<file path="src/source/bus_share_pkg.sv">
// Shared bus types and memory map; addresses are byte addresses, word-aligned, no byte enables

`default_nettype none

package bus_share_pkg;

	typedef logic [31:0] word_t;	// Data word on the bus
	typedef logic [31:0] addr_t;	// Byte address, low two bits ignored

	// Arbiter grant state
	typedef enum logic [1:0] {
		ARB_IDLE   = 2'd0,
		ARB_PORT_B = 2'd1,	// Load/store side owns the bus
		ARB_PORT_C = 2'd2	// Fetch side owns the bus
	} arb_state_t;

	// Register block, selected by bit 31
	localparam addr_t IO_BASE           = 32'h8000_0000;
	localparam addr_t IO_SCRATCH_OFFSET = 32'h0000_0000;
	localparam addr_t IO_COUNT_OFFSET   = 32'h0000_0004;	// Read-only

	// Returned for any address that hits neither target
	localparam word_t UNMAPPED_DATA = 32'hdead_beef;

endpackage

`default_nettype wire

</file>
<file path="src/source/io_registers.sv">
// Offset 0 is scratch, offset 4 counts every register write; other offsets read zero, ignore writes

`timescale 1ns/10ps
`default_nettype none

module io_registers import bus_share_pkg::*; (
	input  wire        i_clock,
	input  wire        i_rst_n,
	input  wire        i_request,
	input  wire        i_rw,
	input  wire addr_t i_address,
	input  wire word_t i_wdata,
	output logic       o_ready,
	output word_t      o_rdata
);

	word_t scratch;
	word_t write_count;
	addr_t offset;
	logic  access;	// Edge that answers the request

	assign offset = {i_address[31:2], 2'b00} & ~IO_BASE;
	assign access = i_request && !o_ready;

	always_ff @(posedge i_clock or negedge i_rst_n) begin
		if (!i_rst_n) begin
			o_ready     <= 1'b0;
			write_count <= '0;
		end else begin
			o_ready <= access;
			if (access && i_rw) begin
				write_count <= write_count + 1'b1;	// Counts ignored writes too
			end
		end
	end

	always_ff @(posedge i_clock) begin
		if (access) begin
			if (i_rw && (offset == IO_SCRATCH_OFFSET)) begin
				scratch <= i_wdata;
			end
			if (offset == IO_SCRATCH_OFFSET) begin
				o_rdata <= scratch;
			end else if (offset == IO_COUNT_OFFSET) begin
				o_rdata <= write_count;
			end else begin
				o_rdata <= '0;
			end
		end
	end

endmodule

`default_nettype wire

</file>
<file path="config.mk">
export PLATFORM = sky130hd
export DESIGN_NAME = io_registers
export DESIGN_NICKNAME = d
export VERILOG_FILES = /design/src/source/bus_share_pkg.sv /design/src/source/io_registers.sv
export SDC_FILE = /design/constraint.sdc
export NUM_CORES = 1
export LEC_CHECK = 0
export BUFFER_PORTS_ARGS = -buffer_cell sky130_fd_sc_hd__buf_4
export CORE_MARGIN = 1
export CORE_UTILIZATION = 50
export CTS_CLUSTER_SIZE = 40
export DETAILED_ROUTE_END_ITERATION = 8
export GPL_ROUTABILITY_DRIVEN = 0
export MAX_ROUTING_LAYER = met4
export PLACE_DENSITY = 0.84
export SLEW_MARGIN = 0
export SYNTH_ARGS = -nofsm -noshare
export SYNTH_HDL_FRONTEND = slang
export SYNTH_SLANG_ARGS = --single-unit
</file>
<file path="constraint.sdc">
create_clock -name i_clock -period 5.85 [get_ports i_clock]
set_input_delay 0.585 -clock i_clock [delete_from_list [all_inputs] [get_ports i_clock]]
set_output_delay 0.585 -clock i_clock [all_outputs]
set_load 0.01 [all_outputs]
</file>
Yosys cells after proc, flatten, opt, wreduce, memory -nomap -nowiden:

Cells that the tools add are included.

* flip-flop bits (word level): 97
* output and inout bits: 33

* $add $sub $neg: 1
* equality and inequality tests: 1
* mux-type cells: 2
* reduce and logical (&&, ||, !) cells: 6

Operators by type and width (number)
* 32-bit 2-to-1 mux: 2
* 32-bit by 1-bit adder with 32-bit output (second input constant): 1
* 32-bit zero test: 1
* 29-bit by 1-bit == test with 1-bit output (second input constant): 1
* 1-bit logical AND: 3
* 2-bit AND reduction: 1
* 1-bit zero test: 1

Logic depth before layout (Yosys ltp):

* depth after elaboration: 3
* mapped depth: 6
* mapped depth without buffers: 5

Least setup slack after synthesis:

No wires, ideal clock.

* path type: in2reg
* start: in i_address[20]
* end: reg scratch[0] (enable)
* arrival: 3.476 ns
* required time: 5.389 ns
* slack: 1.913 ns
* stages on the path: 4
* buffers on the path: 0
* cells stage by stage: nor4_1 > and4_1 > nand4_1 > nor3_1

* longest elaborated chain between the ends: 3

Ends and longest elaborated chain
* start: declaration: RTL line io_registers.sv:11 `input wire addr_t i_address,`
* 32-bit zero test: RTL line io_registers.sv:39 `if (i_rw && (offset == IO_SCRATCH_OFFSET)) begin`
* 1-bit logical AND: RTL line io_registers.sv:39
* 2-bit AND reduction (no line)
* end signal: assignment: RTL line io_registers.sv:40 `scratch <= i_wdata;`
* end: declaration: RTL line io_registers.sv:17 `word_t scratch;`

Every way passes these cells.
A chain may end at the register's enable or synchronous reset.

Worst setup path after layout:

* start: in i_address[28]
* end: reg scratch[18] (enable)

The elaborated chain is that of the path after synthesis.

==> out/qor.yml <==
instances_no_fill: 483
gr-usage-all-layers: 0.193
relSlewSlack: 0.143
drive_above_1_share: 0.328
synth_top_family_by_area: "simple AND/OR/NAND/NOR gates"
clockRootBuffer: "clkbuf_8"
dpl.hpwl_mm: 5.09
hold_viol_final: 0
cts-htree-levels: 3
netlist_instances: 279
synthAdderAreaFrac: 0.00310
clock_skew_ps: 15.8
clkSinkCount: 97
syn_nets: 348
p_leak_nw: 2.11
area_growth_syn_to_layout_pct: 25.1
synth-xor-area-share: 0.0673
cellPowerDensity_mw_per_mm2: 263
yosysTopAreaCell: "edfxtp_1"
setup_violations: 0
numPortBuffers: 97
viasPerCell: 5.20
grt_overflow_total: 0
grt.met2_usage: 0.326
finalMaxSlewViolations: 0
synth-compound-area-share: 0
grt_pass1_vias: 2534
synth_top_cell_area_share: 0.476
totalWireLength_mm: 7.37
path_max_fanout: 33
yosys-top-cells-area: "edfxtp_1 (48%), dfrtp_1 (20%), mux2i_1 (7.9%)"
cp-startpoint: "i_address[28]"
rsz0062_at_grt: "false"
dieArea_sq_mm: 0.00843
outcome: "finished clean"
dr.pass1.iters: 4
grt_first_pass_wirelength_mm: 12.0
cp-end-kind: "flop"
crit_required_ps: 5890
hp-class: "in -> async"
worstReg2RegStart: "o_ready"
cts_tree: "done"
fin_nets: 445
ys.flop_type: "edfxtp_1"
postCtsSetupBuffers: 0
synth-async-reset-ratio: 0.340
synth.distinct_cells: 29
drtIter0Drc: 83
min_period_over_period: 0.504
ys_warn_count: 0
rows: 32
clockBufferDepth: 2
grt_max_degree: 34
p_total_w: 0.00133
clk_transition_reported_paths_ps: 90
die_w_um: 91.8
ys_seq_area_frac: 0.681
diodes: 0
synth_edf_count: 64
pin_count: 101
fmax_ghz: 0.339
yosys.area_share.simple: 0.151
met3_usage: 0.0481
finalSetupTns_ps: 0
clkLatencyLatePin_ps: 360
ir_worst_vdd_uv: 187
drc: 0
ant_nets: 0
cp.arrival_ps: 2990
hold_buffers: 0
worstMarginPinSlew_ps: 1280
post_drt_wl_per_cell_um: 15.3
syn_area_sq_mm: 0.00404
fp.dieH_um: 91.8
num_vias: 2510
finalCriticalPeriod_ps: 2950
cts_buffers: 9
cap_violations: 0
gr-max-usage-layer: "met2"
antenna_found_initial: 0
hold_ws_ps: 151
muxShareOfSynthArea: 0.0822
core_sq_mm: 0.00777
synth.avg_cell_area_sq_um: 14.5
cts_resized: 0
ys_ff_latch: 97
use_met1: 0.229
placed_cells: 467
cp-start-kind: "input pin"
start_util: 0.519
crit_type: "in -> reg"
## final timing paths
path	slack, ps	cells after the start	to
min in group i_clock	400	1	scratch[23]
worst min-delay path	150	1	write_count[23]
worst min register to register	480	1	write_count[31]
worst max-delay path	2900	7	scratch[18]
max in group asynchronous	5380	1	write_count[30]
worst max register to register	3480	3	scratch[18]
## report_power, final
part	leakage, nW	total, W	internal [W]	switching, W
logic	0.969	0.000119	0.0000677	0.0000518
clock network	0.0913	0.000419	0.000209	0.000210
registers	1.05	0.000789	0.000760	0.0000286
total	2.11	0.00133	0.00104	0.000290
## per-layer routing
metal,up-vias,wire length (um),share of wire
met5,-,0,0
met2,102,3670,0.50
met1,1183,3160,0.43
met4,0,42,0.0057
li1,1220,-,-
met3,5,502,0.068
## state kept, by name, indices dropped and copies added, names as in the netlist
register,count
o_rdata,32
o_ready,1
scratch,32
write_count,32
## worst max-delay path, cell delays in order
cell and delay [ps]:
buf_4 110, nor4_1 270, and4_1 230, nand4_1 80, buf_4 270, nor3_2 1030, buf_4 420
## kinds of logic after synthesis
logic type               Yosys count
flip-flops                        97
buffers and inverters             13
AND/OR/NAND/NOR                  104
adder cells (fa/ha/maj)            1
multiplexers                      33
XOR/XNOR                          31
## layout by cell type (no fill, tap or decap), drive strengths merged, types with 3 or more instances in the layout
cell	n
buf	99
edfxtp	64
nor2	35
dfrtp	33
mux2i	32
xnor2	17
xor2	14
nor4	14
clkbuf	13
nand3	12
nand4	9
nand2	9
and4	8
nor3	5
and3	4
and2	3
## layout make-up
cell class / count / area, sq um
sequential: 97 / 2750
clock buffer: 13 / 149
multi-input combinational: 169 / 1240
tap: 102 / 128
timing repair buffer: 99 / 743
clock inverter: 3 / 41.3
fill: 598 / 2720
## metrics by stage
step | util | instance area, sq um | setup WS, ps
after floorplan | - | 4040 | 1910
after global routing | 0.650 | 5050 | 2650
after global placement | 0.625 | 4860 | 2610
after detailed placement | 0.625 | 4860 | 2450
after CTS | 0.650 | 5050 | 2830
final | 0.650 | 5050 | 2900
## synthesized netlist by cell type (all sizes together) (4+ instances only)
| cell | n |
|---|---|
| dfrtp | 33 |
| clkbuf | 4 |
| edfxtp | 64 |
| nand2 | 9 |
| nor4 | 14 |
| nor2 | 35 |
| buf | 9 |
| mux2i | 32 |
| nand4 | 9 |
| xor2 | 14 |
| and4 | 8 |
| nor3 | 5 |
| xnor2 | 17 |
| nand3 | 12 |
| and3 | 4 |
No activity file was read; power rests on OpenSTA's default activity.
