`src/source/bus_share_pkg.sv`:
```
// Shared bus types and memory map; addresses are byte addresses, word-aligned, no byte enables

`default_nettype none

package bus_share_pkg;

	typedef logic [31:0] word_t;	// Data word on the bus
	typedef logic [31:0] addr_t;	// Byte address, low two bits ignored

	// Arbiter grant state
	typedef enum logic [1:0] {
		ARB_IDLE   = 2'd0,
		ARB_PORT_B = 2'd1,	// Load/store side owns the bus
		ARB_PORT_C = 2'd2	// Fetch side owns the bus
	} arb_state_t;

	// Register block, selected by bit 31
	localparam addr_t IO_BASE           = 32'h8000_0000;
	localparam addr_t IO_SCRATCH_OFFSET = 32'h0000_0000;
	localparam addr_t IO_COUNT_OFFSET   = 32'h0000_0004;	// Read-only

	// Returned for any address that hits neither target
	localparam word_t UNMAPPED_DATA = 32'hdead_beef;

endpackage

`default_nettype wire

```
`src/source/bus_arbiter.sv`:
```
// Fixed priority, port B first; masters must hold request and fields until ready, then drop request

`timescale 1ns/10ps
`default_nettype none

module bus_arbiter import bus_share_pkg::*; (
	input  wire        i_clock,
	input  wire        i_rst_n,

	// Port B, load/store
	input  wire        i_pb_rw,
	input  wire        i_pb_request,
	input  wire addr_t i_pb_address,
	input  wire word_t i_pb_wdata,
	output logic       o_pb_ready,
	output word_t      o_pb_rdata,

	// Port C, instruction fetch
	input  wire        i_pc_rw,
	input  wire        i_pc_request,
	input  wire addr_t i_pc_address,
	input  wire word_t i_pc_wdata,
	output logic       o_pc_ready,
	output word_t      o_pc_rdata,

	// Shared bus
	output logic       o_bus_rw,
	output logic       o_bus_request,
	output addr_t      o_bus_address,
	output word_t      o_bus_wdata,
	input  wire        i_bus_ready,
	input  wire word_t i_bus_rdata
);

	arb_state_t state;
	arb_state_t next_state;
	logic       use_pc;	// Bus fields come from port C

	// Ready only reaches the owner of the bus
	assign o_pb_ready = (state == ARB_PORT_B) && i_pb_request && i_bus_ready;
	assign o_pc_ready = (state == ARB_PORT_C) && i_pc_request && i_bus_ready;

	// Read data only matters in the ready cycle
	assign o_pb_rdata = i_bus_rdata;
	assign o_pc_rdata = i_bus_rdata;

	// In idle, show the fields of whoever would win
	assign use_pc = (state == ARB_PORT_C) ||
		((state == ARB_IDLE) && !i_pb_request && i_pc_request);

	assign o_bus_rw      = use_pc ? i_pc_rw      : i_pb_rw;
	assign o_bus_address = use_pc ? i_pc_address : i_pb_address;
	assign o_bus_wdata   = use_pc ? i_pc_wdata   : i_pb_wdata;

	assign o_bus_request = ((state == ARB_PORT_B) && i_pb_request) ||
		((state == ARB_PORT_C) && i_pc_request);

	always_ff @(posedge i_clock or negedge i_rst_n) begin
		if (!i_rst_n) begin
			state <= ARB_IDLE;
		end else begin
			state <= next_state;
		end
	end

	always_comb begin
		next_state = state;
		case (state)
			ARB_IDLE: begin
				if (i_pb_request) begin	// B wins a tie
					next_state = ARB_PORT_B;
				end else if (i_pc_request) begin
					next_state = ARB_PORT_C;
				end
			end
			ARB_PORT_B, ARB_PORT_C: begin
				// Back to idle after ready, so grants are spaced by a cycle
				if (i_bus_ready) begin
					next_state = ARB_IDLE;
				end
			end
			default: next_state = ARB_IDLE;
		endcase
	end

endmodule

`default_nettype wire

```
`config.mk`:
```
export PLATFORM = sky130hd
export DESIGN_NAME = bus_arbiter
export DESIGN_NICKNAME = d
export VERILOG_FILES = /design/src/source/bus_share_pkg.sv /design/src/source/bus_arbiter.sv
export SDC_FILE = /design/constraint.sdc
export NUM_CORES = 1
export LEC_CHECK = 0
export BUFFER_PORTS_ARGS = -buffer_cell sky130_fd_sc_hd__buf_2
export CAP_MARGIN = 10
export CORE_AREA = 5 5 114 116
export CTS_CLUSTER_DIAMETER = 120
export CTS_CLUSTER_SIZE = 25
export DETAILED_ROUTE_END_ITERATION = 7
export DIE_AREA = 0 0 119 121
export PLACE_DENSITY = 0.56
export RECOVER_POWER = 100
export SLEW_MARGIN = 15
export SYNTH_ARGS = -nofsm -noshare
export SYNTH_HDL_FRONTEND = slang
export SYNTH_SLANG_ARGS = --single-unit
```
`constraint.sdc`:
```
create_clock -name i_clock -period 2.5 [get_ports i_clock]
set_clock_uncertainty 0.05 [all_clocks]
set_input_delay 0.125 -clock i_clock [delete_from_list [all_inputs] [get_ports i_clock]]
set_output_delay 0.125 -clock i_clock [all_outputs]
set_load 0.01 [all_outputs]
```
==> After elaboration in Yosys (flattened, before gate mapping) <==
Index checks and enable logic that the tools add are counted.
Widths: inputs -> output; s select.
{ "totals": {"romBits": 0, "inputBits": 167, "elab_cells": 24, "output_inout_bits": 132, "mem_bits_rw": 0, "ff_bits": 2, "latch_bits": 0, "n_memories": 0} }
{ "classes": {"bitwise_logic": 0, "order_cmp": 0, "div": 0, "multipliers": 0, "n_reduce_logical": 12, "muxes": 7, "eq_ne": 4, "shift": 0, "add_sub_neg": 0} }
{ "op_table": {"columns": ["cell", "count"], "rows": [
  ["$mux 32", 2],
  ["$logic_and 1x1->1", 6],
  ["$mux 2", 3],
  ["$pmux 2 s2", 1],
  ["$ne 3x3->1 const B", 1],
  ["$eq 2x1->1 const B", 1],
  ["$eq 2x2->1 const B", 1],
  ["$logic_not 2->1", 1],
  ["$logic_or 1x1->1", 2],
  ["$ne 2x2->1 const B", 1],
  ["$reduce_and 2->1", 1],
  ["$reduce_or 2->1", 1],
  ["$logic_not 1->1", 1],
  ["$mux 1", 1]
]} }

==> Depth between registers and ports, before layout <==
{ "depth": {"ltp_word": 5, "mapped_depth": 6, "depth_no_buf": 5} }

==> Worst setup path after synthesis <==
Ideal clock, no wire load.
{ "synth_path": {"path_kind": "reg2out", "start": "reg state[0]", "end": "out o_bus_address[12]", "slack_ns": 0.890, "t_required_ns": 2.325, "n_path_buf": 2, "path_stages_with_launch": 7, "arrival_time_ns": 1.435, "path_cell_list": "dfrtp_1 -> inv_1 -> ha_1 -> a31oi_4 -> buf_12 -> buf_12 -> mux2_4"} }
{ "synth_between": {"elab_chain_len": 5, "elab_cells_between_ends": 6, "cone_classes": "eq/ne (1); mux (1); reduce/logical (4)"} }
{ "synth_rtl": {"columns": ["item", "line_no", "source"], "rows": [
  ["start: declaration", "bus_arbiter.sv:35", "arb_state_t state;"],
  ["start signal: assignment", "bus_arbiter.sv:62", "state <= next_state;"],
  ["$logic_not 2->1", "bus_arbiter.sv:49", "((state == ARB_IDLE) && !i_pb_request && i_pc_request);"],
  ["$logic_and 1x1->1 (2 in a row)", "bus_arbiter.sv:49", null],
  ["$logic_or 1x1->1 *", "bus_arbiter.sv:48", "assign use_pc = (state == ARB_PORT_C) ||"],
  ["$mux 32 *", "bus_arbiter.sv:52", "assign o_bus_address = use_pc ? i_pc_address : i_pb_address;"],
  ["end: declaration", "bus_arbiter.sv:29", "output addr_t o_bus_address,"]
]} }
Mark *: on every way between the ends. The rest lies on a longest branch, timed or not.

==> Worst setup path after layout <==
{ "layout_path": {"start": "reg state[0]", "end": "out o_bus_address[16]"} }
The elaborated chain is that of the path after synthesis.

==> impl_metrics.env <==
export IMPL_status="finished clean"
export IMPL_synth_common_cells="65 x buf_4, 50 x mux2_4, 15 x mux2_2, 6 x buf_12"
export IMPL_top_regs="state (2)"
export IMPL_cts_resized=0
export IMPL_clkPwrFrac_pct=15.8
export IMPL_p_total_uw=1530
export IMPL_grt_pass1_vias=1656
export IMPL_clkTransAtPathRegs_ns=0.03
export IMPL_place_ws_ns=0.527
export IMPL_cts_tree="built"
export IMPL_viasPerCell=3.65
export IMPL_grt_max_degree=46
export IMPL_grt_overflow_total=0
export IMPL_die_h_microns=121
export IMPL_regMostFlops="state"
export IMPL_gp_congestion=0.772
export IMPL_worstSetupPathType="flip-flop to output port"
export IMPL_yosysMostFrequentCell="buf_4"
export IMPL_syn_area_per_cell_sq_um=11.0
export IMPL_finalHoldViolCount=0
export IMPL_slew_violations=0
export IMPL_tightest_slew_ns=0.365
export IMPL_design_area_sq_mm=0.00221
export IMPL_drc=0
export IMPL_num_vias=1607
export IMPL_fin_setup_tns_ns=0
export IMPL_antennaDiodeCount=0
export IMPL_syn_inst=155
export IMPL_leakagePower_uw=0.00117
export IMPL_insertion_delay_ns=0.22
export IMPL_peakVddDrop_v=0.000571
export IMPL_rsz0062_at_grt="false"
export IMPL_post_cts_buffers=0
export IMPL_portBuffers=202
export IMPL_ys_types=16
export IMPL_placed_cell_area_sq_mm=0.00233
export IMPL_grt_use_total_pct=6.90
export IMPL_power_switching_uw=670
export IMPL_wl_per_cell_microns=13.3
export IMPL_maxCapViolations=0
export IMPL_p_seq_share_pct=3.6
export IMPL_grt_pass1_wl_microns=8470
export IMPL_timing_final_crit_period_ns=2.22
export IMPL_syn_cell_area_sq_mm=0.00171
export IMPL_nFillCells=1372
export IMPL_die_w_microns=119
export IMPL_num_rows=40
export IMPL_synth_nets=325
export IMPL_final_seq_area_sq_um=50.0
export IMPL_synth_top_area_share_pct=44.0
export IMPL_crit_path_start_kind="flip-flop"
export IMPL_dieArea_sq_mm=0.0144
export IMPL_wl_microns=5860
export IMPL_drt_pass1_iter_count=4
export IMPL_slew_headroom_pct=75.7
export IMPL_cts_max_path_buffers=2
export IMPL_worst_slack_ns=0.280
export IMPL_finalSetupViolCount=0
export IMPL_ys_seq_area_share_pct=2.93
export IMPL_initial_utilization_pct=14.5
export IMPL_dp_cells=436
export IMPL_worstRegToRegCells=5
export IMPL_drive_above_1_share_pct=71.3
export IMPL_numClockSinks=2
export IMPL_syn_to_final_growth_pct=29.2
export IMPL_synth_seq_cells=2
export IMPL_end_kind="output port"
export IMPL_final_nets=465
export IMPL_post_route_period_util_pct=88.8
export IMPL_cp_arrival_ns=2.05
export IMPL_intPower_uw=861
export IMPL_numCtsBuffers=3
export IMPL_drtIter0Drc=22
export IMPL_power_density_mw_per_mm2=694
export IMPL_synth_flop_cell="dfrtp_1"
export IMPL_synth_top_cell_by_area="mux2_4"
export IMPL_combPwrFrac_pct=80.7
export IMPL_critPathMaxFanout=14
export IMPL_ant_nets=0
export IMPL_hold_class="input pin to async pin"
export IMPL_cts_root_buf="clkbuf_16"
export IMPL_antenna_found_initial=0
export IMPL_num_io_pins=299
export IMPL_synth_async_sr_flop_share_pct=100
export IMPL_core_area_sq_mm=0.0118
export IMPL_synth_edff_count=0
export IMPL_layoutNonFillerInstCount=440
export IMPL_fmax_ghz=0.450
export IMPL_multi_input_area_sq_um=855
export IMPL_p_sw_share_pct=43.8
export IMPL_largest_reg_flops=2
export IMPL_netlist_top_cells_area="mux2_4 44%, buf_4 29%, mux2_2 9.9%"
export IMPL_yosysWarnings=0
export IMPL_htree_levels=1
export IMPL_crit_required_ns=2.33
==> critical path: stages, from the launching register on <==
cell      delay, ns
dfrtp_1        0.34
inv_1          0.08
ha_1           0.26
a31oi_4        0.22
clkbuf_2       0.37
mux2_1         0.39
buf_2          0.15
==> metrics by stage <==
step | utilization (%) | hold WS (ns)
2_1_floorplan | - | -0.221
3_5_place_dp | 19.7 | -0.138
3_3_place_gp | 19.7 | -0.140
6_report | 18.7 | 0.168
5_1_grt | 18.7 | 0.187
4_1_cts | 20.4 | 0.166
==> logic make-up (layout without fill, tap and decap cells) <==
| logic type | Yosys count | count (layout) | share of synthesized area [%] |
|---|---|---|---|
| buffers and inverters | 75 | 213 | 36.5 |
| muxes | 65 | 65 | 53.8 |
| AOI/OAI and AO/OA | 6 | 6 | 3.22 |
| and+or+nand+nor | 4 | 4 | 1.32 |
| adders and majority gates | 3 | 3 | 2.20 |
| DFF | 2 | 2 | 2.93 |
==> per-layer routing <==
layer	vias up	routed length (microns)	GRT usage [%]
met2	140	2950	12.6
met3	2	718	3.08
met5	-	0	0
met4	0	14	0.941
met1	720	2180	7.49
li1	745	-	-
==> cells in the final DEF, fill, tap and decap left out, drive strengths merged <==
cell	count
a21oi	2
a22o	1
a2bb2oi	1
a31oi	1
and3	2
buf	186
clkbuf	22
dfrtp	2
dlygate4sd3	1
ha	3
inv	4
mux2	65
nand2	1
nand2b	1
o22ai	1
==> power groups by stage <==
stage / logic [uW] / registers, uW / clock network [uW]
after detailed placement: 1530 / 54.9 / 0
after global routing: 1340 / 56.2 / 251
final: 1230 / 54.6 / 241
after floorplan: 1310 / 52.8 / 0
after global placement: 1520 / 53.7 / 0
after CTS: 1550 / 54.5 / 244
==> cell type report <==
class                   instances  share of cell area [%]
flip-flops and latches          2                    2.27
clock buffers                   3                    3.40
repair buffers                206                    46.6
multi-input cells              78                    38.7
well taps                     147                    8.33
inverters                       4                   0.680
==> worst paths after layout <==
kind | startpoint | end | slack, ns
max | state[0]$_DFFE_PN0P_ | o_bus_address[16] | 0.28
min | i_rst_n | state[1]$_DFFE_PN0P_ | 0.17
max reg2reg | state[1]$_DFFE_PN0P_ | state[0]$_DFFE_PN0P_ | 1.23
min reg2reg | state[1]$_DFFE_PN0P_ | state[1]$_DFFE_PN0P_ | 0.55
max in group asynchronous | i_rst_n | state[0]$_DFFE_PN0P_ | 2.11
min in group i_clock | i_pb_request | state[1]$_DFFE_PN0P_ | 0.20
==> timing repair <==
item	CTS	global route
endpoints found under the setup margin	0	0
hold buffers	1	0
hold endpoints to repair	2	0
Note: power is estimated with default switching activity, not from simulation.
