==> src/source/bus_share_pkg.sv <==
// Shared bus types and memory map; addresses are byte addresses, word-aligned, no byte enables

`default_nettype none

package bus_share_pkg;

	typedef logic [31:0] word_t;	// Data word on the bus
	typedef logic [31:0] addr_t;	// Byte address, low two bits ignored

	// Arbiter grant state
	typedef enum logic [1:0] {
		ARB_IDLE   = 2'd0,
		ARB_PORT_B = 2'd1,	// Load/store side owns the bus
		ARB_PORT_C = 2'd2	// Fetch side owns the bus
	} arb_state_t;

	// Register block, selected by bit 31
	localparam addr_t IO_BASE           = 32'h8000_0000;
	localparam addr_t IO_SCRATCH_OFFSET = 32'h0000_0000;
	localparam addr_t IO_COUNT_OFFSET   = 32'h0000_0004;	// Read-only

	// Returned for any address that hits neither target
	localparam word_t UNMAPPED_DATA = 32'hdead_beef;

endpackage

`default_nettype wire

==> src/source/bus_decoder.sv <==
// Bit 31 selects registers, low SRAM_ADDR_BITS+2 bits the SRAM; the rest is unmapped and read-only

`timescale 1ns/10ps
`default_nettype none

module bus_decoder import bus_share_pkg::*; #(
	parameter int SRAM_ADDR_BITS = 8
) (
	input  wire        i_clock,
	input  wire        i_rst_n,

	// Shared bus from the arbiter
	input  wire        i_bus_rw,
	input  wire        i_bus_request,
	input  wire addr_t i_bus_address,
	input  wire word_t i_bus_wdata,
	output logic       o_bus_ready,
	output word_t      o_bus_rdata,

	// SRAM target
	output logic       o_sram_request,
	output logic       o_sram_rw,
	output addr_t      o_sram_address,
	output word_t      o_sram_wdata,
	input  wire        i_sram_ready,
	input  wire word_t i_sram_rdata,

	// Register target
	output logic       o_io_request,
	output logic       o_io_rw,
	output addr_t      o_io_address,
	output word_t      o_io_wdata,
	input  wire        i_io_ready,
	input  wire word_t i_io_rdata
);

	logic sel_io;
	logic sel_sram;
	logic unmapped_ready;

	assign sel_io   = i_bus_address[31] == IO_BASE[31];
	assign sel_sram = !sel_io && ((i_bus_address >> (SRAM_ADDR_BITS + 2)) == '0);

	assign o_sram_request = i_bus_request && sel_sram;
	assign o_sram_rw      = i_bus_rw;
	assign o_sram_address = i_bus_address;
	assign o_sram_wdata   = i_bus_wdata;

	assign o_io_request = i_bus_request && sel_io;
	assign o_io_rw      = i_bus_rw;
	assign o_io_address = i_bus_address;
	assign o_io_wdata   = i_bus_wdata;

	// Unmapped space answers one cycle after request, writes dropped
	always_ff @(posedge i_clock or negedge i_rst_n) begin
		if (!i_rst_n) begin
			unmapped_ready <= 1'b0;
		end else begin
			unmapped_ready <= i_bus_request && !sel_io && !sel_sram && !unmapped_ready;
		end
	end

	// Address is held for the whole transfer, so the select is stable here
	assign o_bus_ready = sel_io ? i_io_ready : (sel_sram ? i_sram_ready : unmapped_ready);
	assign o_bus_rdata = sel_io ? i_io_rdata : (sel_sram ? i_sram_rdata : UNMAPPED_DATA);

endmodule

`default_nettype wire

==> config.mk <==
export PLATFORM = sky130hd
export DESIGN_NAME = bus_decoder
export DESIGN_NICKNAME = d
export VERILOG_FILES = /design/src/source/bus_share_pkg.sv /design/src/source/bus_decoder.sv
export SDC_FILE = /design/constraint.sdc
export NUM_CORES = 1
export LEC_CHECK = 0
export ABC_AREA = 1
export BUFFER_PORTS_ARGS = -buffer_cell sky130_fd_sc_hd__buf_2
export CORE_AREA = 10 10 109 111
export DETAILED_ROUTE_END_ITERATION = 10
export DIE_AREA = 0 0 119 121
export PLACE_DENSITY_LB_ADDON = 0.1
export SLEW_MARGIN = 20
export SYNTH_ARGS = -nofsm -noshare
export SYNTH_HDL_FRONTEND = slang
export SYNTH_SLANG_ARGS = --single-unit
export TNS_END_PERCENT = 10
==> constraint.sdc <==
create_clock -name i_clock -period 2.6 [get_ports i_clock]
set_input_delay 0.13 -clock i_clock [delete_from_list [all_inputs] [get_ports i_clock]]
set_output_delay 0.13 -clock i_clock [all_outputs]
set_load 0.03 [all_outputs]
Word level (Yosys, flattened, before mapping)
Index checks and enable logic that the tools add are counted.

Multiplexer cells: 4. Reduce and logical (&&, ||, !) cells: 10.

Operator list (count): two-way mux 32 bit (2); zero test 32 bit (1); logical AND 1 bit (6); zero test 1 bit (3); two-way mux 1 bit (2).

Bits in registers: 1. Output and inout port bits: 165. Word-level logic and storage cells: 15.

Logic depth before layout (Yosys ltp)
Gate-level depths: netlist of the first run.

Depth in word-level cells: 5. Mapped depth: 7. Gate-level depth less buffers: 7.

Least setup slack after synthesis of the first run
Ideal clock, no wire load.

Kind: input to output. Start: in i_bus_address[15]. End: out o_sram_request. Arrival: 1196 ps. Required time: 2470 ps. Slack: 1274 ps. Stages: 5. Cell sequence: or2_4 -> nor2_4 -> nand3_4 -> buf_6 -> nor2_1.

Longest elaborated chain between the ends: 3.

Ends and longest elaborated chain: from (decl) (RTL line bus_decoder.sv:15) `input wire addr_t i_bus_address,`; zero test 32 bit (RTL line bus_decoder.sv:42) `assign sel_sram = !sel_io && ((i_bus_address >> (SRAM_ADDR_BITS + 2)) == '0);`; logical AND 1 bit (RTL line bus_decoder.sv:42); logical AND 1 bit (RTL line bus_decoder.sv:44) `assign o_sram_request = i_bus_request && sel_sram;`; to (decl) (RTL line bus_decoder.sv:21) `output logic o_sram_request,`.

No other way between the ends.

Worst setup path after layout of the first run
Start: in i_bus_address[31]. End: out o_bus_rdata[0].

Longest elaborated chain between the ends: 4. Elaborated cells between the ends (all ways): 5. Those cells by class: mux: 2; reduce/logical: 3.

Ends and longest elaborated chain: zero test 32 bit or zero test 1 bit (tied branches) (RTL line bus_decoder.sv:42); logical AND 1 bit (RTL line bus_decoder.sv:42); two-way mux 32 bit (RTL line bus_decoder.sv:65) `assign o_bus_rdata = sel_io ? i_io_rdata : (sel_sram ? i_sram_rdata : UNMAPPED_DATA);`; two-way mux 32 bit * (RTL line bus_decoder.sv:65); to (decl) (RTL line bus_decoder.sv:18) `output word_t o_bus_rdata,`.

Mark *: on every way between the ends. The rest lies on a longest branch, timed or not.

==> results of run 1 <==
-- critical path, delay by kind of cell --
kind | cells | cell delay [ps]
AO/OA/AOI/OAI | 1 | 340
buffers and inverters | 2 | 350
AND/OR/NAND/NOR | 4 | 730
-- cell usage after synthesis --
cell type / n / area share, %
buf_1: 1 / 0.24
buf_4: 130 / 63
buf_6: 3 / 2.2
clkbuf_1: 2 / 0.48
clkinv_1: 1 / 0.24
dfrtp_1: 1 / 1.6
inv_1: 13 / 3.1
nand2_1: 17 / 4.1
nand3_1: 1 / 0.32
nand3_4: 1 / 1.1
nand4_1: 2 / 0.80
nor2_1: 11 / 2.6
nor2_2: 1 / 0.40
nor2_4: 2 / 1.4
o21ai_2: 8 / 4.5
o22a_1: 20 / 11
o22a_2: 4 / 2.6
or2_4: 1 / 0.56
-- worst max-delay path by stage --
stage,from,end,slack (ps),cells past startpoint
final,i_bus_address[31],o_bus_rdata[0],900,7
after global routing,i_bus_address[31],o_bus_ready,700,9
after CTS,i_bus_address[31],o_bus_rdata[0],840,7
after detailed placement,i_bus_address[31],o_bus_rdata[0],840,7
after global placement,i_bus_address[31],o_bus_rdata[1],850,7
after floorplan,i_bus_address[15],o_sram_request,1270,5
-- kinds of logic after synthesis --
group	synth area share, %
AOI/OAI and AO/OA	18.27
and+or+nand+nor	11.38
DFF	1.602
buffers and inverters	68.75
-- report_power, final --
group | internal, W | switching, W
logic | 0.000118 | 0.000210
clock network | 0 | 0
registers | 0.0000167 | 0.000000181
-- stage by stage --
| step | util [%] | std cells | area, µm² |
|---|---|---|---|
| floorplan | - | 219 | 1562 |
| global placement | 16.19 | 386 | 1560 |
| detailed placement | 16.19 | 386 | 1560 |
| CTS | 16.29 | 387 | 1570 |
| global route | 16.29 | 387 | 1570 |
| finish | 16.29 | 387 | 1570 |
-- layer usage --
metal,GRT usage (%),up-vias,wire (µm)
met5,0,-,13
met4,2.824,2,250
met3,4.746,41,948
met2,12.14,123,2706
met1,6.063,542,1790
li1,-,643,-
-- area by class of cell --
class / instances / area share (%)
inverters: 14 / 3.347
multi-input cells: 68 / 29.48
flip-flops and latches: 1 / 1.594
well taps: 133 / 10.60
repair buffers: 171 / 54.98
==> results.py, run 1 <==
metrics = {
    "run_status": {
        "status": "complete, no violations",
    },
    "grt": {
        "grt_pass1_wl_um": 8355,
        "gr-total-overflow": 0,
        "antenna_found_initial": 1,
        "grt_max_degree": 36,
        "grt_pass1_vias": 1543,
        "grt_usage_pct": 6.908,
    },
    "sta": {
        "finalHoldViolCount": 0,
        "fmax_mhz": 587.4,
        "hold_slack_ps": 260.0,
        "fin_ws_ps": 897.5,
        "fin_crit_ps": 1703,
        "relSlewSlack_pct": 68.29,
        "finClkSkew_ps": 0,
        "setup-violations-final": 0,
        "rsz0062_at_grt": "no",
        "drv_slew": 0,
        "worst_pin_slew_ps": 475.7,
        "fin_tns_setup_ps": 0,
        "fin_crit_sh_pct": 65.48,
    },
    "floorplan": {
        "rows": 36,
        "dieWidth_um": 119,
        "initial_utilization_pct": 16.20,
        "die_area_um2": 14400,
        "coreArea_um2": 9639,
        "io_pins": 299,
        "die_h_um": 121,
    },
    "power_and_ir_drop": {
        "powerDensity_nw_per_um2": 219.6,
        "p_total_w": 0.0003448,
        "ir_worst_vdd_mv": 0.06247,
        "p_leak_nw": 0.8836,
    },
    "synth": {
        "postSynthAreaPerCell_um2": 7.130,
        "syn_nets": 353,
        "syn_area_um2": 1561,
        "ys_seq_elements": 1,
        "synth.distinct_cells": 18,
        "postSynthCellCount": 219,
        "ys.warnings.count": 0,
        "yosysSeqAreaShare_pct": 1.603,
    },
    "routing": {
        "finalWirelength_um": 5709,
        "ant_nets": 0,
        "routed_via_density": 3.491,
        "drc": 0,
        "vias": 1351,
        "wire_per_inst_um": 14.75,
        "first_iter_violations": 8,
        "dr.pass1.iters": 4,
    },
    "layout": {
        "fin_nets": 390,
        "regMostFlops": "unmapped_ready",
        "fillerInstances": 1167,
        "diodes": 0,
        "reg_top3": "unmapped_ready x1",
        "area_growth_pct": 0.5611,
        "final_cell_mix": "buf_2 (169), o22a_1 (20), nand2_1 (17), inv_1 (13), nor2_1 (11)",
        "multi_input_area_um2": 462.9,
        "largest_reg_flops": 1,
        "register_area_um2": 25.02,
        "drive_above_1_share_pct": 73.62,
        "layout_commonest_cell": "buf_2",
    },
    "worst_setup_path": {
        "rr_worst_depth": 3,
        "path_cells": "buf_2 > nor2_1 > nand2_1 > nor2_2 > nand3_4 > o22a_2 > buf_2",
        "cp.arrival_ps": 1570,
        "worst_ep_required_time_ps": 2470,
        "rr_endpoint": "unmapped_ready",
        "worstSetupEndpointType": "output pin",
        "r2r-start": "unmapped_ready",
        "critPathKind": "primary input to output pin",
        "crit_top_cell": "buf_2",
        "crit_path_start_kind": "primary input",
        "regToRegSetupSlack_ps": 1950,
        "crit_path_top_delay_cell": "nand3_4",
        "max_stage_delay_ps": 390,
        "worstPathMaxFanout": 35,
    },
    "min_path": {
        "hold_start": "i_bus_wdata[22]",
        "hp-class": "primary input to output pin",
        "min_path_cells": 0,
        "min_to": "o_io_wdata[22]",
    },
    "place": {
        "io_buffer_count": 169,
        "dp_hpwl_um": 5227,
        "gp_congestion": 0.6403,
        "dp_slack_ps": 838.4,
    },
    "clock_network": {
        "clk_latency_ps": 0,
        "cts.repair.resized": 0,
        "cts_setup_buffers": 0,
        "cts_hold_buffers": 1,
    },
    "job": {
        "max_cap_violations": 0,
    },
}
Note: power is estimated with default switching activity, not from simulation.
==> run 2, diff against run 1 <==
--- a/config.mk
+++ b/config.mk
@@ -7,9 +7,9 @@
 export LEC_CHECK = 0
 export ABC_AREA = 1
 export BUFFER_PORTS_ARGS = -buffer_cell sky130_fd_sc_hd__buf_2
-export CORE_AREA = 10 10 109 111
+export CORE_AREA = 10 10 107 109
 export DETAILED_ROUTE_END_ITERATION = 10
-export DIE_AREA = 0 0 119 121
+export DIE_AREA = 0 0 117 119
 export PLACE_DENSITY_LB_ADDON = 0.1
 export SLEW_MARGIN = 20
 export SYNTH_ARGS = -nofsm -noshare
==> constraint.sdc (replaced) <==
create_clock -name i_clock -period 1.8 [get_ports i_clock]
set_input_delay 0.09 -clock i_clock [delete_from_list [all_inputs] [get_ports i_clock]]
set_output_delay 0.09 -clock i_clock [all_outputs]
set_load 0.03 [all_outputs]
==> results.py, run 2 (synthesis gave the netlist of run 1 again) <==
metrics = {
    "sta": {
        "worst_pin_slew_ps": 275.2,
        "finClkSkew_ps": 0,
        "fin_crit_ps": 1399,
        "setup-violations-final": 0,
        "relSlewSlack_pct": 81.65,
        "hold_slack_ps": 180.0,
        "rsz0062_at_grt": "no",
        "drv_slew": 0,
        "finalHoldViolCount": 0,
        "fin_ws_ps": 401.2,
        "fin_crit_sh_pct": 77.71,
        "fmax_mhz": 714.9,
        "fin_tns_setup_ps": 0,
    },
    "worst_setup_path": {
        "crit_path_start_kind": "primary input",
        "max_stage_delay_ps": 250,
        "crit_path_top_delay_cell": "or2_4",
        "path_cells": "buf_2 > or2_4 > nor2_4 > nand3_4 > buf_4 > nand2_1 > nand3_1 > nand2_1 > buf_2",
        "worstSetupEndpointType": "output pin",
        "worstPathMaxFanout": 17,
        "worst_ep_required_time_ps": 1710,
        "cp.arrival_ps": 1310,
        "critPathKind": "primary input to output pin",
    },
    "floorplan": {
        "dieWidth_um": 117,
        "die_h_um": 119,
        "die_area_um2": 13920,
        "rows": 36,
        "coreArea_um2": 9459,
        "io_pins": 299,
        "initial_utilization_pct": 16.51,
    },
    "power_and_ir_drop": {
        "p_leak_nw": 0.8967,
        "p_int_w": 0.0001961,
        "p_sw_w": 0.0003014,
        "swShare_pct": 60.58,
        "clkPwrFrac_pct": 0,
        "sequentialPowerShare_pct": 4.9,
        "ir_worst_vdd_mv": 0.07513,
        "powerDensity_nw_per_um2": 317.1,
        "combPwrFrac_pct": 95.1,
    },
    "routing": {
        "finalWirelength_um": 6033,
        "drc": 0,
        "routed_via_density": 3.739,
        "vias": 1387,
        "dr.pass1.iters": 2,
        "first_iter_violations": 7,
        "wire_per_inst_um": 16.26,
        "ant_nets": 0,
    },
    "run_status": {
        "status": "complete, no violations",
    },
    "grt": {
        "gr-total-overflow": 0,
        "grt_usage_pct": 7.432,
        "antenna_found_initial": 1,
        "grt_max_degree": 27,
        "grt_pass1_vias": 1566,
        "grt_pass1_wl_um": 8418,
    },
    "place": {
        "io_buffer_count": 169,
        "dp_hpwl_um": 5601,
        "dp_slack_ps": 357.5,
        "gp_congestion": 0.6361,
    },
    "layout": {
        "drive_above_1_share_pct": 73.93,
        "layout_commonest_cell": "buf_2",
        "reg_top3": "unmapped_ready x1",
        "area_growth_pct": 0.4804,
        "final_cell_mix": "buf_2 (169), o22a_1 (20), nand2_1 (17), inv_1 (13), nor2_1 (11)",
        "fin_nets": 393,
        "regMostFlops": "unmapped_ready",
        "diodes": 0,
        "largest_reg_flops": 1,
    },
    "job": {
        "max_cap_violations": 0,
    },
    "clock_network": {
        "cts_setup_buffers": 0,
        "clk_latency_ps": 0,
    },
    "min_path": {
        "hp-class": "primary input to output pin",
    },
}
## run 2: critical path: cells and delay by family
kind,cells,cell delay [ps]
and+or+nand+nor,6,700
buffers and inverters,3,520
## run 2: timing repair
action / 4_1_cts / 5_1_grt
hold endpoints to repair: 1 / 0
gates resized for setup: 0 / 0
hold buffers: 1 / 0
## run 2: path summary, 6_finish.rpt
kind / endpoint / start / slack [ps] / cells past startpoint
worst max-delay path: o_bus_ready / i_bus_address[15] / 400 / 9
worst min-delay path: o_io_wdata[15] / i_bus_wdata[15] / 180 / 0
worst max register to register: unmapped_ready / unmapped_ready / 1180 / 3
worst min register to register: unmapped_ready / unmapped_ready / 500 / 3
max in group asynchronous: unmapped_ready / i_rst_n / 1270 / 2
min in group asynchronous: unmapped_ready / i_rst_n / 440 / 2
## run 2: per-layer routing
layer | vias to the layer above | part of all wire [%] | global-route usage, %
li1 | 646 | - | -
met1 | 572 | 27 | 5.492
met2 | 148 | 54 | 15.16
met3 | 19 | 17 | 4.769
met4 | 2 | 1.6 | 1.236
met5 | - | 0.12 | 0
## run 2: through the flow
step	utilization (%)	instance area [µm²]	instances	power (W)
after floorplan	-	1562	219	0.0007232
after global routing	16.59	1569	371	0.0005332
after CTS	16.59	1569	371	0.0005080
final	16.59	1569	371	0.0004976
after detailed placement	16.48	1559	370	0.0005051
after global placement	16.48	1559	370	0.0005092
## run 2: final cells by class
type,count,area [µm²]
Inverter,14,52.55
Timing Repair Buffer,174,885.9
Fill cell,1107,7890
Sequential cell,1,25.02
Tap cell,114,142.6
Multi-Input combinational cell,68,462.9
## run 2: power groups by stage
stage | sequential, W | combinational, W | clock, W
5_1_grt | 0.0000245 | 0.000509 | 0
4_1_cts | 0.0000244 | 0.000484 | 0
3_3_place_gp | 0.0000244 | 0.000485 | 0
2_1_floorplan | 0.0000243 | 0.000699 | 0
3_5_place_dp | 0.0000244 | 0.000481 | 0
6_report | 0.0000244 | 0.000473 | 0
==> run 3, diff against run 2 <==
--- a/config.mk
+++ b/config.mk
@@ -7,9 +7,9 @@
 export LEC_CHECK = 0
 export ABC_AREA = 1
 export BUFFER_PORTS_ARGS = -buffer_cell sky130_fd_sc_hd__buf_2
-export CORE_AREA = 10 10 107 109
+export CORE_AREA = 10 10 108 110
 export DETAILED_ROUTE_END_ITERATION = 10
-export DIE_AREA = 0 0 117 119
+export DIE_AREA = 0 0 118 120
 export PLACE_DENSITY_LB_ADDON = 0.1
 export SLEW_MARGIN = 20
 export SYNTH_ARGS = -nofsm -noshare
==> constraint.sdc (replaced) <==
create_clock -name i_clock -period 1.2 [get_ports i_clock]
set_input_delay 0.06 -clock i_clock [delete_from_list [all_inputs] [get_ports i_clock]]
set_output_delay 0.06 -clock i_clock [all_outputs]
set_load 0.03 [all_outputs]
==> results.py, run 3 (synthesis gave the netlist of run 1 again) <==
metrics = {
    "run_status": {
        "status": "finished with violations",
        "failed_checks": "negative setup slack",
    },
    "sta": {
        "fin_ws_ps": -22.38,
        "hold_slack_ps": 120.0,
        "setup-violations-final": 16,
        "rsz0062_at_grt": "yes",
        "finClkSkew_ps": 0,
        "finalHoldViolCount": 0,
        "fin_crit_ps": 1222,
        "relSlewSlack_pct": 88.40,
        "fmax_mhz": 818.1,
        "fin_crit_sh_pct": 101.9,
        "drv_slew": 0,
        "worst_pin_slew_ps": 175.3,
    },
    "layout": {
        "reg_top3": "unmapped_ready x1",
        "final_cells": 402,
        "fillerInstances": 1127,
        "final_area_um2": 1951,
        "regMostFlops": "unmapped_ready",
        "area_growth_pct": 24.92,
        "multi_input_area_um2": 485.5,
        "drive_above_1_share_pct": 76.58,
        "final_cell_mix": "buf_2 (134), buf_6 (32), o22a_1 (20), nand2_1 (17), buf_4 (16)",
        "largest_reg_flops": 1,
        "fin_nets": 405,
        "layout_commonest_cell": "buf_2",
        "register_area_um2": 25.02,
        "diodes": 0,
        "final_util_pct": 20.43,
    },
    "power_and_ir_drop": {
        "p_int_w": 0.0003928,
        "powerDensity_nw_per_um2": 448.1,
        "p_sw_w": 0.0004812,
        "sequentialPowerShare_pct": 4.2,
        "p_total_w": 0.0008741,
        "ir_worst_vdd_mv": 0.1329,
        "swShare_pct": 55.06,
        "combPwrFrac_pct": 95.8,
        "p_leak_nw": 1.056,
        "clkPwrFrac_pct": 0,
    },
    "routing": {
        "vias": 1410,
        "finalWirelength_um": 6105,
        "dr.pass1.iters": 4,
        "routed_via_density": 3.507,
        "drc": 0,
        "first_iter_violations": 18,
        "ant_nets": 0,
        "wire_per_inst_um": 15.19,
    },
    "worst_setup_path": {
        "cp.arrival_ps": 1160,
        "worstPathMaxFanout": 22,
        "worstSetupEndpointType": "output pin",
        "worst_ep_required_time_ps": 1140,
        "crit_path_start_kind": "primary input",
        "critPathKind": "primary input to output pin",
    },
    "place": {
        "placed_cell_area_um2": 1710,
        "gp_congestion": 0.6240,
        "io_buffer_count": 169,
        "dp.cells": 401,
        "dp_hpwl_um": 5374,
    },
    "floorplan": {
        "coreArea_um2": 9549,
        "rows": 36,
        "die_h_um": 120,
        "initial_utilization_pct": 16.35,
        "die_area_um2": 14160,
        "io_pins": 299,
        "dieWidth_um": 118,
    },
    "grt": {
        "grt_usage_pct": 7.520,
        "grt_pass1_vias": 1657,
        "gr-total-overflow": 0,
        "antenna_found_initial": 1,
        "grt_max_degree": 27,
        "grt_pass1_wl_um": 8907,
    },
    "clock_network": {
        "clk_latency_ps": 0,
        "cts_setup_buffers": 0,
    },
    "job": {
        "max_cap_violations": 0,
    },
    "min_path": {
        "hp-class": "primary input to output pin",
    },
}
==> run 3: cell types whose count changed in the layout (fill, tap and decap cells not counted) <==
cell / previous run / this run
nor2_4: 2 / 3
buf_2: 169 / 134
nor2_2: 1 / 4
nor2_1: 11 / 7
buf_12: 0 / 3
o22a_2: 4 / 3
buf_6: 0 / 32
buf_4: 4 / 16
o22a_4: 0 / 1
==> run 3: power groups by stage <==
| stage | clock, W | combinational, W | sequential [W] |
|---|---|---|---|
| after global placement | 0 | 0.000761 | 0.0000366 |
| after floorplan | 0 | 0.00105 | 0.0000365 |
| after global routing | 0 | 0.000897 | 0.0000366 |
| final | 0 | 0.000838 | 0.0000365 |
| after detailed placement | 0 | 0.000757 | 0.0000365 |
| after CTS | 0 | 0.000834 | 0.0000365 |
==> run 3: layout make-up <==
type	instances	share of cell area, %
multi-input combinational	68	24.89
timing repair buffer	186	62.60
sequential	1	1.283
inverter	14	2.694
tap	133	8.531
==> run 3: metrics by stage <==
step / worst slack, ps / TNS (ps)
after floorplan: 13.95 / 0
after detailed placement: -64.93 / -1270
after global routing: -87.43 / -1632
after CTS: -32.79 / -403.9
after global placement: -69.68 / -1391
final: -22.38 / -137.8
==> run 3: timing repair <==
item,in CTS,in global routing
gates cloned,0,0
setup endpoints to repair,32,34
pin swaps,0,1
hold endpoints to repair,1,0
hold buffers,1,0
resized for setup,57,17
==> run 3: metal layers <==
layer  GRT usage [%]  vias up  part of all wire (%)
li1                -      670                     -
met1           6.793      583                    32
met2           13.33      117                    48
met3           3.985       38                    13
met4           4.328        2                   5.7
met5               0        -                  0.21
==> run 3: worst max-delay path: stages <==
cell and delay, ps:
buf_6 90, or2_4 240, nor2_4 130, nand3_4 120, buf_12 170, o22a_1 190, buf_6 140
==> run 3: worst paths after layout <==
check / start / endpoint / slack (ps) / cells past startpoint
worst min-delay path: i_bus_wdata[5] / o_io_wdata[5] / 120 / 0
min in group asynchronous: i_rst_n / unmapped_ready / 410 / 2
worst max-delay path: i_bus_address[15] / o_bus_rdata[3] / -20 / 7
max in group asynchronous: i_rst_n / unmapped_ready / 700 / 2
worst min register to register: unmapped_ready / unmapped_ready / 510 / 3
worst max register to register: unmapped_ready / unmapped_ready / 570 / 3
